### src/source/idPkg.sv
package idPkg;

	typedef logic [31:0] word_t;
	typedef logic [4:0] regAddr_t;
	typedef logic [5:0] opcode_t;
	typedef logic [5:0] funct_t;

	// codes as seen by the EX stage
	// andi and ori get codes apart from and/or
	typedef enum logic [5:0] {
		ADD = 6'd0, ADDI = 6'd1, ADDIU = 6'd2, ANDI = 6'd3,
		AND = 6'd4, ORI = 6'd7, LUI = 6'd8, J = 6'd14,
		NOR = 6'd15, OR = 6'd16, SLL = 6'd19, SLLV = 6'd20,
		SLT = 6'd21, SRA = 6'd25, SRAV = 6'd26, SRL = 6'd27,
		SRLV = 6'd28, SUB = 6'd29, SUBU = 6'd30, XOR = 6'd31,
		XORI = 6'd32, LB = 6'd33, BEQ = 6'd34, BGEZ = 6'd35,
		BGTZ = 6'd37, BLEZ = 6'd38, BLTZ = 6'd39, BNE = 6'd41,
		LBU = 6'd42, LH = 6'd43, LHU = 6'd44, SB = 6'd47,
		SH = 6'd48, SW = 6'd49, ADDU = 6'd55, LW = 6'd61,
		JR = 6'd62, SLTU = 6'd63
	} aluOp_t;

	localparam opcode_t OP_SPECIAL = 6'h00;
	localparam opcode_t OP_REGIMM = 6'h01;
	localparam opcode_t OP_J = 6'h02;
	localparam opcode_t OP_JAL = 6'h03;
	localparam opcode_t OP_BEQ = 6'h04;
	localparam opcode_t OP_BNE = 6'h05;
	localparam opcode_t OP_BLEZ = 6'h06;
	localparam opcode_t OP_BGTZ = 6'h07;
	localparam opcode_t OP_ADDI = 6'h08;
	localparam opcode_t OP_ADDIU = 6'h09;
	localparam opcode_t OP_SLTI = 6'h0a;
	localparam opcode_t OP_SLTIU = 6'h0b;
	localparam opcode_t OP_ANDI = 6'h0c;
	localparam opcode_t OP_ORI = 6'h0d;
	localparam opcode_t OP_XORI = 6'h0e;
	localparam opcode_t OP_LUI = 6'h0f;
	localparam opcode_t OP_LB = 6'h20;
	localparam opcode_t OP_LH = 6'h21;
	localparam opcode_t OP_LW = 6'h23;
	localparam opcode_t OP_LBU = 6'h24;
	localparam opcode_t OP_LHU = 6'h25;
	localparam opcode_t OP_SB = 6'h28;
	localparam opcode_t OP_SH = 6'h29;
	localparam opcode_t OP_SW = 6'h2b;

	localparam funct_t FN_SLL = 6'h00;
	localparam funct_t FN_SRL = 6'h02;
	localparam funct_t FN_SRA = 6'h03;
	localparam funct_t FN_SLLV = 6'h04;
	localparam funct_t FN_SRLV = 6'h06;
	localparam funct_t FN_SRAV = 6'h07;
	localparam funct_t FN_JR = 6'h08;
	localparam funct_t FN_JALR = 6'h09;
	localparam funct_t FN_SYSCALL = 6'h0c;
	localparam funct_t FN_ADD = 6'h20;
	localparam funct_t FN_ADDU = 6'h21;
	localparam funct_t FN_SUB = 6'h22;
	localparam funct_t FN_SUBU = 6'h23;
	localparam funct_t FN_AND = 6'h24;
	localparam funct_t FN_OR = 6'h25;
	localparam funct_t FN_XOR = 6'h26;
	localparam funct_t FN_NOR = 6'h27;
	localparam funct_t FN_SLT = 6'h2a;
	localparam funct_t FN_SLTU = 6'h2b;

	// rt field selects the REGIMM branch
	localparam regAddr_t RT_BLTZ = 5'h00;
	localparam regAddr_t RT_BGEZ = 5'h01;
	localparam regAddr_t RT_BLTZAL = 5'h10;
	localparam regAddr_t RT_BGEZAL = 5'h11;

	localparam regAddr_t LINK_REG = 5'd31;
	localparam regAddr_t SYSCALL_REG = 5'd2;
	localparam word_t LINK_OFFSET = 32'd4;

endpackage

### src/source/ctrlIf.sv
`timescale 1ns/1ps

interface ctrlIf;
	import idPkg::*;

	logic regDst;
	logic link;
	logic jump;
	logic branch;
	logic memRead;
	logic memWrite;
	logic memToReg;
	logic aluSrc;
	logic regWrite;
	logic jumpReg;
	logic syscall;
	logic illegal;
	aluOp_t aluOp;

	modport decoder (
		output regDst, link, jump, branch, memRead, memWrite, memToReg,
		output aluSrc, regWrite, jumpReg, syscall, illegal, aluOp
	);

	modport pipe (
		input regDst, link, jump, branch, memRead, memWrite, memToReg,
		input aluSrc, regWrite, jumpReg, syscall, illegal, aluOp
	);

endinterface

### src/source/regReadIf.sv
`timescale 1ns/1ps

interface regReadIf;
	import idPkg::*;

	regAddr_t rsAddr;
	regAddr_t rtAddr;
	regAddr_t destAddr;
	word_t rsData;
	word_t rtData;
	word_t destData;
	// syscall code register
	word_t sysData;

	modport file (
		input rsAddr, rtAddr, destAddr,
		output rsData, rtData, destData, sysData
	);

	modport reader (input rsData, rtData);

	modport pipe (
		output destAddr,
		input rsData, rtData, destData, sysData
	);

endinterface

### src/source/controlDecoder.sv
`timescale 1ns/1ps

module controlDecoder (
	input idPkg::word_t instr,
	ctrlIf.decoder ctrl
);
	import idPkg::*;

	opcode_t opcode;
	funct_t funct;
	regAddr_t rtField;

	assign opcode = instr[31:26];
	assign funct = instr[5:0];
	assign rtField = instr[20:16];

	always_comb begin
		ctrl.regDst = 1'b0;
		ctrl.link = 1'b0;
		ctrl.jump = 1'b0;
		ctrl.branch = 1'b0;
		ctrl.memRead = 1'b0;
		ctrl.memWrite = 1'b0;
		ctrl.memToReg = 1'b0;
		ctrl.aluSrc = 1'b0;
		ctrl.regWrite = 1'b0;
		ctrl.jumpReg = 1'b0;
		ctrl.syscall = 1'b0;
		ctrl.illegal = 1'b0;
		ctrl.aluOp = ADD;
		case (opcode)
			OP_SPECIAL: begin
				ctrl.regDst = 1'b1;
				ctrl.regWrite = 1'b1;
				case (funct)
					FN_SLL: ctrl.aluOp = SLL;
					FN_SRL: ctrl.aluOp = SRL;
					FN_SRA: ctrl.aluOp = SRA;
					FN_SLLV: ctrl.aluOp = SLLV;
					FN_SRLV: ctrl.aluOp = SRLV;
					FN_SRAV: ctrl.aluOp = SRAV;
					FN_ADD: ctrl.aluOp = ADD;
					FN_ADDU: ctrl.aluOp = ADDU;
					FN_SUB: ctrl.aluOp = SUB;
					FN_SUBU: ctrl.aluOp = SUBU;
					FN_AND: ctrl.aluOp = AND;
					FN_OR: ctrl.aluOp = OR;
					FN_XOR: ctrl.aluOp = XOR;
					FN_NOR: ctrl.aluOp = NOR;
					FN_SLT: ctrl.aluOp = SLT;
					FN_SLTU: ctrl.aluOp = SLTU;
					FN_JR: begin
						ctrl.regDst = 1'b0;
						ctrl.regWrite = 1'b0;
						ctrl.jumpReg = 1'b1;
						ctrl.aluOp = JR;
					end
					FN_JALR: begin
						// link goes to r31, not rd
						ctrl.regDst = 1'b0;
						ctrl.link = 1'b1;
						ctrl.jumpReg = 1'b1;
						ctrl.aluSrc = 1'b1;
						ctrl.aluOp = ADDI;
					end
					FN_SYSCALL: begin
						ctrl.regDst = 1'b0;
						ctrl.syscall = 1'b1;
						ctrl.aluSrc = 1'b1;
						ctrl.aluOp = ADDI;
					end
					default: begin
						ctrl.regDst = 1'b0;
						ctrl.regWrite = 1'b0;
						ctrl.illegal = 1'b1;
					end
				endcase
			end
			OP_REGIMM: begin
				ctrl.branch = 1'b1;
				case (rtField)
					RT_BLTZ: ctrl.aluOp = BLTZ;
					RT_BGEZ: ctrl.aluOp = BGEZ;
					RT_BLTZAL, RT_BGEZAL: begin
						ctrl.link = 1'b1;
						ctrl.aluSrc = 1'b1;
						ctrl.regWrite = 1'b1;
						ctrl.aluOp = ADDI;
					end
					default: begin
						ctrl.branch = 1'b0;
						ctrl.illegal = 1'b1;
					end
				endcase
			end
			OP_J: begin
				ctrl.jump = 1'b1;
				ctrl.aluOp = J;
			end
			OP_JAL: begin
				ctrl.jump = 1'b1;
				ctrl.link = 1'b1;
				ctrl.aluSrc = 1'b1;
				ctrl.regWrite = 1'b1;
				ctrl.aluOp = ADDI;
			end
			OP_BEQ, OP_BNE, OP_BLEZ, OP_BGTZ: begin
				ctrl.branch = 1'b1;
				case (opcode)
					OP_BEQ: ctrl.aluOp = BEQ;
					OP_BNE: ctrl.aluOp = BNE;
					OP_BLEZ: ctrl.aluOp = BLEZ;
					OP_BGTZ: ctrl.aluOp = BGTZ;
				endcase
			end
			OP_ADDI, OP_ADDIU, OP_SLTI, OP_SLTIU, OP_ANDI, OP_ORI, OP_XORI, OP_LUI: begin
				ctrl.aluSrc = 1'b1;
				ctrl.regWrite = 1'b1;
				case (opcode)
					OP_ADDI: ctrl.aluOp = ADDI;
					OP_ADDIU: ctrl.aluOp = ADDIU;
					OP_SLTI: ctrl.aluOp = SLT;
					OP_SLTIU: ctrl.aluOp = SLTU;
					OP_ANDI: ctrl.aluOp = ANDI;
					OP_ORI: ctrl.aluOp = ORI;
					OP_XORI: ctrl.aluOp = XORI;
					OP_LUI: ctrl.aluOp = LUI;
				endcase
			end
			OP_LB, OP_LH, OP_LW, OP_LBU, OP_LHU: begin
				ctrl.memRead = 1'b1;
				ctrl.memToReg = 1'b1;
				ctrl.aluSrc = 1'b1;
				ctrl.regWrite = 1'b1;
				case (opcode)
					OP_LB: ctrl.aluOp = LB;
					OP_LH: ctrl.aluOp = LH;
					OP_LW: ctrl.aluOp = LW;
					OP_LBU: ctrl.aluOp = LBU;
					OP_LHU: ctrl.aluOp = LHU;
				endcase
			end
			OP_SB, OP_SH, OP_SW: begin
				ctrl.memWrite = 1'b1;
				ctrl.aluSrc = 1'b1;
				case (opcode)
					OP_SB: ctrl.aluOp = SB;
					OP_SH: ctrl.aluOp = SH;
					OP_SW: ctrl.aluOp = SW;
				endcase
			end
			default: ctrl.illegal = 1'b1;
		endcase
	end

endmodule

### src/source/registerFile.sv
`timescale 1ns/1ps

module registerFile (
	input logic CLK,
	input logic wbEnable,
	input idPkg::regAddr_t wbReg,
	input idPkg::word_t wbData,
	regReadIf.file rd
);
	import idPkg::*;

	word_t regs [32];

	// r0 is never stored
	always_ff @(posedge CLK) begin
		if (wbEnable && wbReg != '0) begin
			regs[wbReg] <= wbData;
		end
	end

	// reads are combinational, no write-through
	assign rd.rsData = (rd.rsAddr == '0) ? '0 : regs[rd.rsAddr];
	assign rd.rtData = (rd.rtAddr == '0) ? '0 : regs[rd.rtAddr];
	assign rd.destData = (rd.destAddr == '0) ? '0 : regs[rd.destAddr];
	assign rd.sysData = regs[SYSCALL_REG];

endmodule

### src/source/branchResolve.sv
`timescale 1ns/1ps

module branchResolve (
	input idPkg::word_t instr,
	input idPkg::word_t pcPlus4,
	regReadIf.reader rd,
	output logic takenBranch,
	output idPkg::word_t nextAddress
);
	import idPkg::*;

	opcode_t opcode;
	funct_t funct;
	regAddr_t rtField;
	word_t branchTarget;
	word_t jumpTarget;
	word_t jumpAddr;
	logic isJump;
	logic condMet;

	assign opcode = instr[31:26];
	assign funct = instr[5:0];
	assign rtField = instr[20:16];

	// word offset relative to the delay slot
	assign branchTarget = pcPlus4 + {{14{instr[15]}}, instr[15:0], 2'b00};
	assign jumpTarget = {pcPlus4[31:28], instr[25:0], 2'b00};

	always_comb begin
		isJump = 1'b0;
		condMet = 1'b0;
		jumpAddr = jumpTarget;
		case (opcode)
			OP_J, OP_JAL: isJump = 1'b1;
			OP_SPECIAL: begin
				if (funct == FN_JR || funct == FN_JALR) begin
					isJump = 1'b1;
					jumpAddr = rd.rsData;
				end
			end
			OP_BEQ: condMet = (rd.rsData == rd.rtData);
			OP_BNE: condMet = (rd.rsData != rd.rtData);
			OP_BLEZ: condMet = ($signed(rd.rsData) <= 0);
			OP_BGTZ: condMet = ($signed(rd.rsData) > 0);
			OP_REGIMM: begin
				// link variants share the plain conditions
				case (rtField)
					RT_BLTZ, RT_BLTZAL: condMet = rd.rsData[31];
					RT_BGEZ, RT_BGEZAL: condMet = !rd.rsData[31];
					default: condMet = 1'b0;
				endcase
			end
			default: condMet = 1'b0;
		endcase
	end

	assign takenBranch = isJump | condMet;
	assign nextAddress = isJump ? jumpAddr : (condMet ? branchTarget : pcPlus4);

endmodule

### src/source/idPipeReg.sv
`timescale 1ns/1ps

module idPipeReg (
	input logic CLK,
	input logic RESET,
	input logic freeze,
	input logic bubble,
	input idPkg::word_t instr,
	input idPkg::word_t pcPlus4,
	input logic takenBranch,
	ctrlIf.pipe ctrl,
	regReadIf.pipe rd,
	output idPkg::word_t operandA,
	output idPkg::word_t operandB,
	output idPkg::word_t destValue,
	output idPkg::word_t storeData,
	output idPkg::word_t instrOut,
	output idPkg::regAddr_t writeRegOut,
	output idPkg::regAddr_t readRegA,
	output idPkg::regAddr_t readRegB,
	output idPkg::regAddr_t shamt,
	output idPkg::aluOp_t aluOp,
	output logic aluSrc,
	output logic memRead,
	output logic memWrite,
	output logic memToReg,
	output logic doWriteback,
	output logic takenBranchOut,
	output logic sysOut,
	output logic illegal
);
	import idPkg::*;

	typedef struct packed {
		word_t operandA;
		word_t operandB;
		word_t destValue;
		word_t storeData;
		word_t instr;
		regAddr_t writeReg;
		regAddr_t readRegA;
		regAddr_t readRegB;
		regAddr_t shamt;
		aluOp_t aluOp;
		logic aluSrc;
		logic memRead;
		logic memWrite;
		logic memToReg;
		logic doWriteback;
		logic takenBranch;
		logic sysOut;
		logic illegal;
	} idEx_t;

	regAddr_t writeReg;
	idEx_t nextQ;
	idEx_t pipeQ;

	assign writeReg = ctrl.regDst ? instr[15:11] :
		(ctrl.link ? LINK_REG : (ctrl.syscall ? '0 : instr[20:16]));
	assign rd.destAddr = writeReg;

	always_comb begin
		nextQ.operandA = ctrl.link ? pcPlus4 : (ctrl.syscall ? rd.sysData : rd.rsData);
		nextQ.operandB = ctrl.link ? LINK_OFFSET : (ctrl.syscall ? '0 : rd.rtData);
		nextQ.destValue = rd.destData;
		nextQ.storeData = rd.rtData;
		nextQ.instr = instr;
		nextQ.writeReg = writeReg;
		nextQ.readRegA = (ctrl.link || ctrl.syscall) ? '0 : instr[25:21];
		nextQ.readRegB = (ctrl.aluSrc || ctrl.link || ctrl.syscall) ? '0 : instr[20:16];
		nextQ.shamt = instr[10:6];
		nextQ.aluOp = ctrl.aluOp;
		nextQ.aluSrc = ctrl.aluSrc;
		nextQ.memRead = ctrl.memRead;
		nextQ.memWrite = ctrl.memWrite;
		nextQ.memToReg = ctrl.memToReg;
		nextQ.doWriteback = ctrl.regWrite;
		// only control-flow instructions redirect fetch
		nextQ.takenBranch = takenBranch & (ctrl.jump | ctrl.jumpReg | ctrl.branch);
		nextQ.sysOut = ctrl.syscall;
		nextQ.illegal = ctrl.illegal;
	end

	// bubble wins over freeze
	always_ff @(posedge CLK or negedge RESET) begin
		if (!RESET) begin
			pipeQ <= '0;
		end else if (bubble) begin
			pipeQ <= '0;
		end else if (!freeze) begin
			pipeQ <= nextQ;
		end
	end

	assign operandA = pipeQ.operandA;
	assign operandB = pipeQ.operandB;
	assign destValue = pipeQ.destValue;
	assign storeData = pipeQ.storeData;
	assign instrOut = pipeQ.instr;
	assign writeRegOut = pipeQ.writeReg;
	assign readRegA = pipeQ.readRegA;
	assign readRegB = pipeQ.readRegB;
	assign shamt = pipeQ.shamt;
	assign aluOp = pipeQ.aluOp;
	assign aluSrc = pipeQ.aluSrc;
	assign memRead = pipeQ.memRead;
	assign memWrite = pipeQ.memWrite;
	assign memToReg = pipeQ.memToReg;
	assign doWriteback = pipeQ.doWriteback;
	assign takenBranchOut = pipeQ.takenBranch;
	assign sysOut = pipeQ.sysOut;
	assign illegal = pipeQ.illegal;

endmodule

### src/source/idTop.sv
`timescale 1ns/1ps

module idTop (
	input logic CLK,
	input logic RESET,
	input idPkg::word_t instr,
	input idPkg::word_t pcPlus4,
	input logic wbEnable,
	input idPkg::regAddr_t wbReg,
	input idPkg::word_t wbData,
	input logic freeze,
	input logic bubble,
	output idPkg::word_t operandA,
	output idPkg::word_t operandB,
	output idPkg::word_t destValue,
	output idPkg::word_t storeData,
	output idPkg::word_t instrOut,
	output idPkg::regAddr_t writeRegOut,
	output idPkg::regAddr_t readRegA,
	output idPkg::regAddr_t readRegB,
	output idPkg::regAddr_t shamt,
	output idPkg::aluOp_t aluOp,
	output logic aluSrc,
	output logic memRead,
	output logic memWrite,
	output logic memToReg,
	output logic doWriteback,
	output logic takenBranchOut,
	output logic sysOut,
	output logic illegal,
	output idPkg::word_t nextAddress
);

	logic takenBranch;

	ctrlIf ctrlBus ();
	regReadIf regBus ();

	// source register fields
	assign regBus.rsAddr = instr[25:21];
	assign regBus.rtAddr = instr[20:16];

	controlDecoder decoder_i (
		.instr(instr),
		.ctrl(ctrlBus)
	);

	registerFile regFile_i (
		.CLK(CLK),
		.wbEnable(wbEnable),
		.wbReg(wbReg),
		.wbData(wbData),
		.rd(regBus)
	);

	branchResolve branch_i (
		.instr(instr),
		.pcPlus4(pcPlus4),
		.rd(regBus),
		.takenBranch(takenBranch),
		.nextAddress(nextAddress)
	);

	idPipeReg pipe_i (
		.CLK(CLK),
		.RESET(RESET),
		.freeze(freeze),
		.bubble(bubble),
		.instr(instr),
		.pcPlus4(pcPlus4),
		.takenBranch(takenBranch),
		.ctrl(ctrlBus),
		.rd(regBus),
		.operandA(operandA),
		.operandB(operandB),
		.destValue(destValue),
		.storeData(storeData),
		.instrOut(instrOut),
		.writeRegOut(writeRegOut),
		.readRegA(readRegA),
		.readRegB(readRegB),
		.shamt(shamt),
		.aluOp(aluOp),
		.aluSrc(aluSrc),
		.memRead(memRead),
		.memWrite(memWrite),
		.memToReg(memToReg),
		.doWriteback(doWriteback),
		.takenBranchOut(takenBranchOut),
		.sysOut(sysOut),
		.illegal(illegal)
	);

endmodule

### config.mk
export PLATFORM = sky130hd
export DESIGN_NAME = idTop
export DESIGN_NICKNAME = d
export VERILOG_FILES = /design/src/source/idPkg.sv /design/src/source/ctrlIf.sv /design/src/source/regReadIf.sv /design/src/source/controlDecoder.sv /design/src/source/registerFile.sv /design/src/source/branchResolve.sv /design/src/source/idPipeReg.sv /design/src/source/idTop.sv
export SDC_FILE = /design/constraint.sdc
export NUM_CORES = 2
export LEC_CHECK = 0
export BUFFER_PORTS_ARGS = -buffer_cell sky130_fd_sc_hd__buf_2
export CELL_PAD_IN_SITES_DETAIL_PLACEMENT = 1
export CELL_PAD_IN_SITES_GLOBAL_PLACEMENT = 2
export CORE_AREA = 4 4 546 278
export DETAILED_ROUTE_END_ITERATION = 16
export DIE_AREA = 0 0 550 282
export PLACE_DENSITY = 0.86
export SYNTH_ARGS = -nofsm -noshare
export SYNTH_HDL_FRONTEND = slang
export SYNTH_HIERARCHICAL = 1
export SYNTH_SLANG_ARGS = --single-unit
### constraint.sdc
create_clock -name CLK -period 6.26 [get_ports CLK]
set_clock_uncertainty 0.15 [all_clocks]
set_input_delay 0.939 -clock CLK [delete_from_list [all_inputs] [get_ports CLK]]
set_output_delay 0.939 -clock CLK [all_outputs]
set_load 0.05 [all_outputs]
==> impl_metrics.tcl <==
set metrics [dict create \
    grt_overflow 0 \
    power.share.clock_pct 34.6 \
    hold_path_class "in2async" \
    syn_avg_cell_area_um2 15.3 \
    p_sw_share_pct 30.4 \
    finalCriticalPeriod_ns 6.30 \
    antenna_found_initial 26 \
    post-dp-hpwl_mm 210 \
    cp-end-kind "output pin" \
    synth_cell_types 81 \
    fillCellCount 13837 \
    utilization_pct 55.2 \
    wl_per_cell_um 43.4 \
    drt_first_pass_iters 8 \
    synthArstFlopShare_pct 15.6 \
    cts_tree "yes" \
    layout_commonest_cell "edfxtp_1" \
    clock_sinks 1213 \
    ys_ff_latch 1213 \
    grt_pass1_vias 51954 \
    clk_pin_slew_ns 0.07 \
    clock_path_buffers 3 \
    powerDensity_nw_per_um2 251 \
    p_int_mw 14.2 \
    fp.dieH_um 282 \
    crit_slowest_cell "nor4_4" \
    cp_data_arrival_time_ns 5.21 \
    regToRegSetupSlack_ns 1.61 \
    p_comb_share_pct 20.7 \
    fin_nets 5251 \
    register_area_um2 35500 \
    final_cell_mix "1024 x edfxtp_1, 638 x mux2i_1, 554 x mux4_2, 509 x buf_4, 301 x buf_2" \
    criticalPathCategory "in2out" \
    peakVddDrop_mv 0.279 \
    io_buffer_count 331 \
    yosys_warnings 6 \
    drive_above_1_share_pct 37.5 \
    num_vias 54461 \
    crit_top_cell "buf_4" \
    initial_utilization_pct 45.7 \
    period_share_pct 101 \
    gp_congestion 0.998 \
    grt_start_max_net_pins 112 \
    max_stage_delay_ns 0.45 \
    drv_slew 0 \
    status "finished, violations left" \
    cp-startpoint "instr[22]" \
    cap_viol_max_count 2 \
    seq_area_frac_synth_pct 52.7 \
    finalWirelength_mm 313 \
    fmax_mhz 159 \
    vias_per_cell 7.54 \
    die_area_um2 155000 \
    cp_num_buf_inv 12 \
    fp-row-count 100 \
    cp_cell_sequence "buf_16, buf_16, buf_6, buf_12, buf_12, buf_8, buf_4, mux4_2, a211oi_1, buf_4, nor4_4, xor2_1, nor4_2, buf_4, nand4_1, nor2_2, buf_4, o21ai_2, nor2_4, buf_6, nor2b_4, a22oi_1, o21ai_0, buf_4" \
    multiInputGateArea_um2 31200 \
    synth-edff-count 1024 \
    clockRootBuffer "clkbuf_16" \
    holdBufCountCts 0 \
    total_leakage_power_nw 29.9 \
    ioPinCount 332 \
    regToRegStartpoint "regFile_i/regs[19][3]$_DFFE_PP_" \
    grtUsageTotal_pct 39.1 \
    htree_levels 3 \
    cp_max_fo 7 \
    fin_cells 7221 \
    syn_inst 4409 \
    insertion_delay_ns 0.77 \
    synth-main-ff-cell "edfxtp_1" \
    cp_top_family "buffers and inverters" \
    total_power_mw 20.4 \
    postRouteAntennaNets 0 \
    drt_iter0_drc 10318 \
    seq_power_share_pct 44.7 \
    hold_viol_final 0 \
    rr_endpoint "pipe_i/takenBranchOut$_DFFE_PN0P_" \
    r2r_cells 18 \
    setup_viol 10 \
    syn_area_um2 67300 \
    violations "capacitance limit, setup timing" \
    worst_pin_slew_ns 1.47 \
    power_switching_mw 6.19 \
    maxSlewHeadroom_pct 1.65 \
    core_area_um2 147000 \
    place_inst 6937 \
    cp.required_ns 5.17 \
    drc 0 \
    area_growth_syn_to_layout_pct 20.7 \
    grt_pass1_wl_mm 425 \
    worst_setup_path_start_kind "input port" \
    layout_setup_ws_ns -0.0392 \
    cts-buffers-inserted 109 \
    critical_path.endpoint "nextAddress[28]" \
    die_x_um 550 \
    crit_cells 24 \
]
[metal layers]
layer | up-vias | global-route usage (%) | routed length (um)
met5 | - | 2.33 | 940
met4 | 30 | 13.7 | 13100
met3 | 967 | 22.3 | 60600
met2 | 5467 | 51.0 | 122000
met1 | 28136 | 53.9 | 116000
li1 | 19861 | - | -
[synth_stat cells, types with 66 or more instances]
master    instances  area [um^2]
a211oi_1         80          601
a21oi_1         132          661
a22o_1          106          928
a22oi_1         211         1580
buf_2           108          541
buf_4            75          563
clkbuf_1        172          646
dfrtp_1         189         4730
edfxtp_1       1024        30700
mux2i_1         639         6400
mux4_2          554        12500
nor2_1          173          649
nor2b_1          73          457
nor3_1           74          370
o21ai_0          66          330
o22ai_1          67          419
[power groups by stage]
stage | registers (mW) | clock network [mW] | logic, mW
finish | 9.11 | 7.05 | 4.22
global route | 9.12 | 7.43 | 4.27
CTS | 9.10 | 7.06 | 3.90
detailed placement | 9.27 | 0 | 3.80
global placement | 9.26 | 0 | 3.74
floorplan | 9.55 | 0 | 1.71
[stage by stage]
step | setup TNS [ns] | hold WS, ns | setup slack [ns] | cell area [um^2]
2_1_floorplan | 0 | 0.417 | 0.188 | 67400
3_3_place_gp | -20.25 | 0.311 | -0.770 | 75600
3_5_place_dp | -22.53 | 0.313 | -0.838 | 75600
4_1_cts | -0.0301 | 0.173 | -0.00953 | 80100
5_1_grt | -0.731 | 0.219 | -0.0623 | 81200
6_report | -0.154 | 0.164 | -0.0392 | 81200
[worst register-to-register path: stages, from the launching register on]
cell      delay, ns
edfxtp_1       0.48
mux4_2         0.49
mux4_2         0.55
o22ai_4        0.26
buf_4          0.19
nor3_2         0.12
xor2_1         0.18
buf_4          0.19
nor4_1         0.17
nand4_1        0.18
nor2_2         0.17
buf_4          0.15
a41o_1         0.23
nor2_4         0.09
buf_6          0.14
buf_12         0.14
nand2_1        0.22
o311ai_0       0.22
a21oi_1        0.24
[final cells by class]
class / count / area share (%)
sequential: 1213 / 43.7
multi-input combinational: 2808 / 38.4
timing repair buffer: 967 / 10.2
clock buffer: 144 / 3.72
tap: 1989 / 3.06
clock inverter: 58 / 0.686
antenna: 26 / 0.0801
inverter: 16 / 0.0739
[worst min path at each step]
stage	endpoint	slack, ns
finish	pipe_i/storeData[6]$_DFFE_PN0P_	0.16
detailed placement	pipe_i/writeRegOut[4]$_DFFE_PN0P_	0.31
global placement	pipe_i/writeRegOut[1]$_DFFE_PN0P_	0.31
floorplan	pipe_i/operandA[1]$_DFFE_PN0P_	0.42
CTS	pipe_i/storeData[6]$_DFFE_PN0P_	0.17
global route	pipe_i/storeData[6]$_DFFE_PN0P_	0.22
[registers in the layout, summed over array words and instances (netlist names), 5 cells and up]
register	cells
pipe_i/instrOut	32
pipe_i/destValue	32
regFile_i/regs	1024
pipe_i/operandA	32
pipe_i/readRegB	5
pipe_i/writeRegOut	5
pipe_i/operandB	32
pipe_i/readRegA	5
pipe_i/storeData	32
pipe_i/aluOp	6
[cells by family (layout without fill, tap and decap cells)]
family	Yosys count	in the layout	share of synthesized area [%]
AOI/OAI and AO/OA	887	887	9.49
xor gates and xnor gates	63	63	0.820
adders and majority gates	30	30	0.569
buffers and inverters	419	1185	3.21
DFF	1213	1213	52.7
muxes	1242	1242	28.9
other	1	58	0.00557
and+or+nand+nor	554	554	4.28
[what timing repair did]
item | in CTS | in global routing
endpoints found under the setup margin | 30 | 30
pin swaps | 5 | 51
setup buffers | 20 | 38
gates cloned | 6 | 5
gates resized for setup | 97 | 147
endpoints found under the hold margin | 0 | 0
No activity file was read; power rests on OpenSTA's default activity.
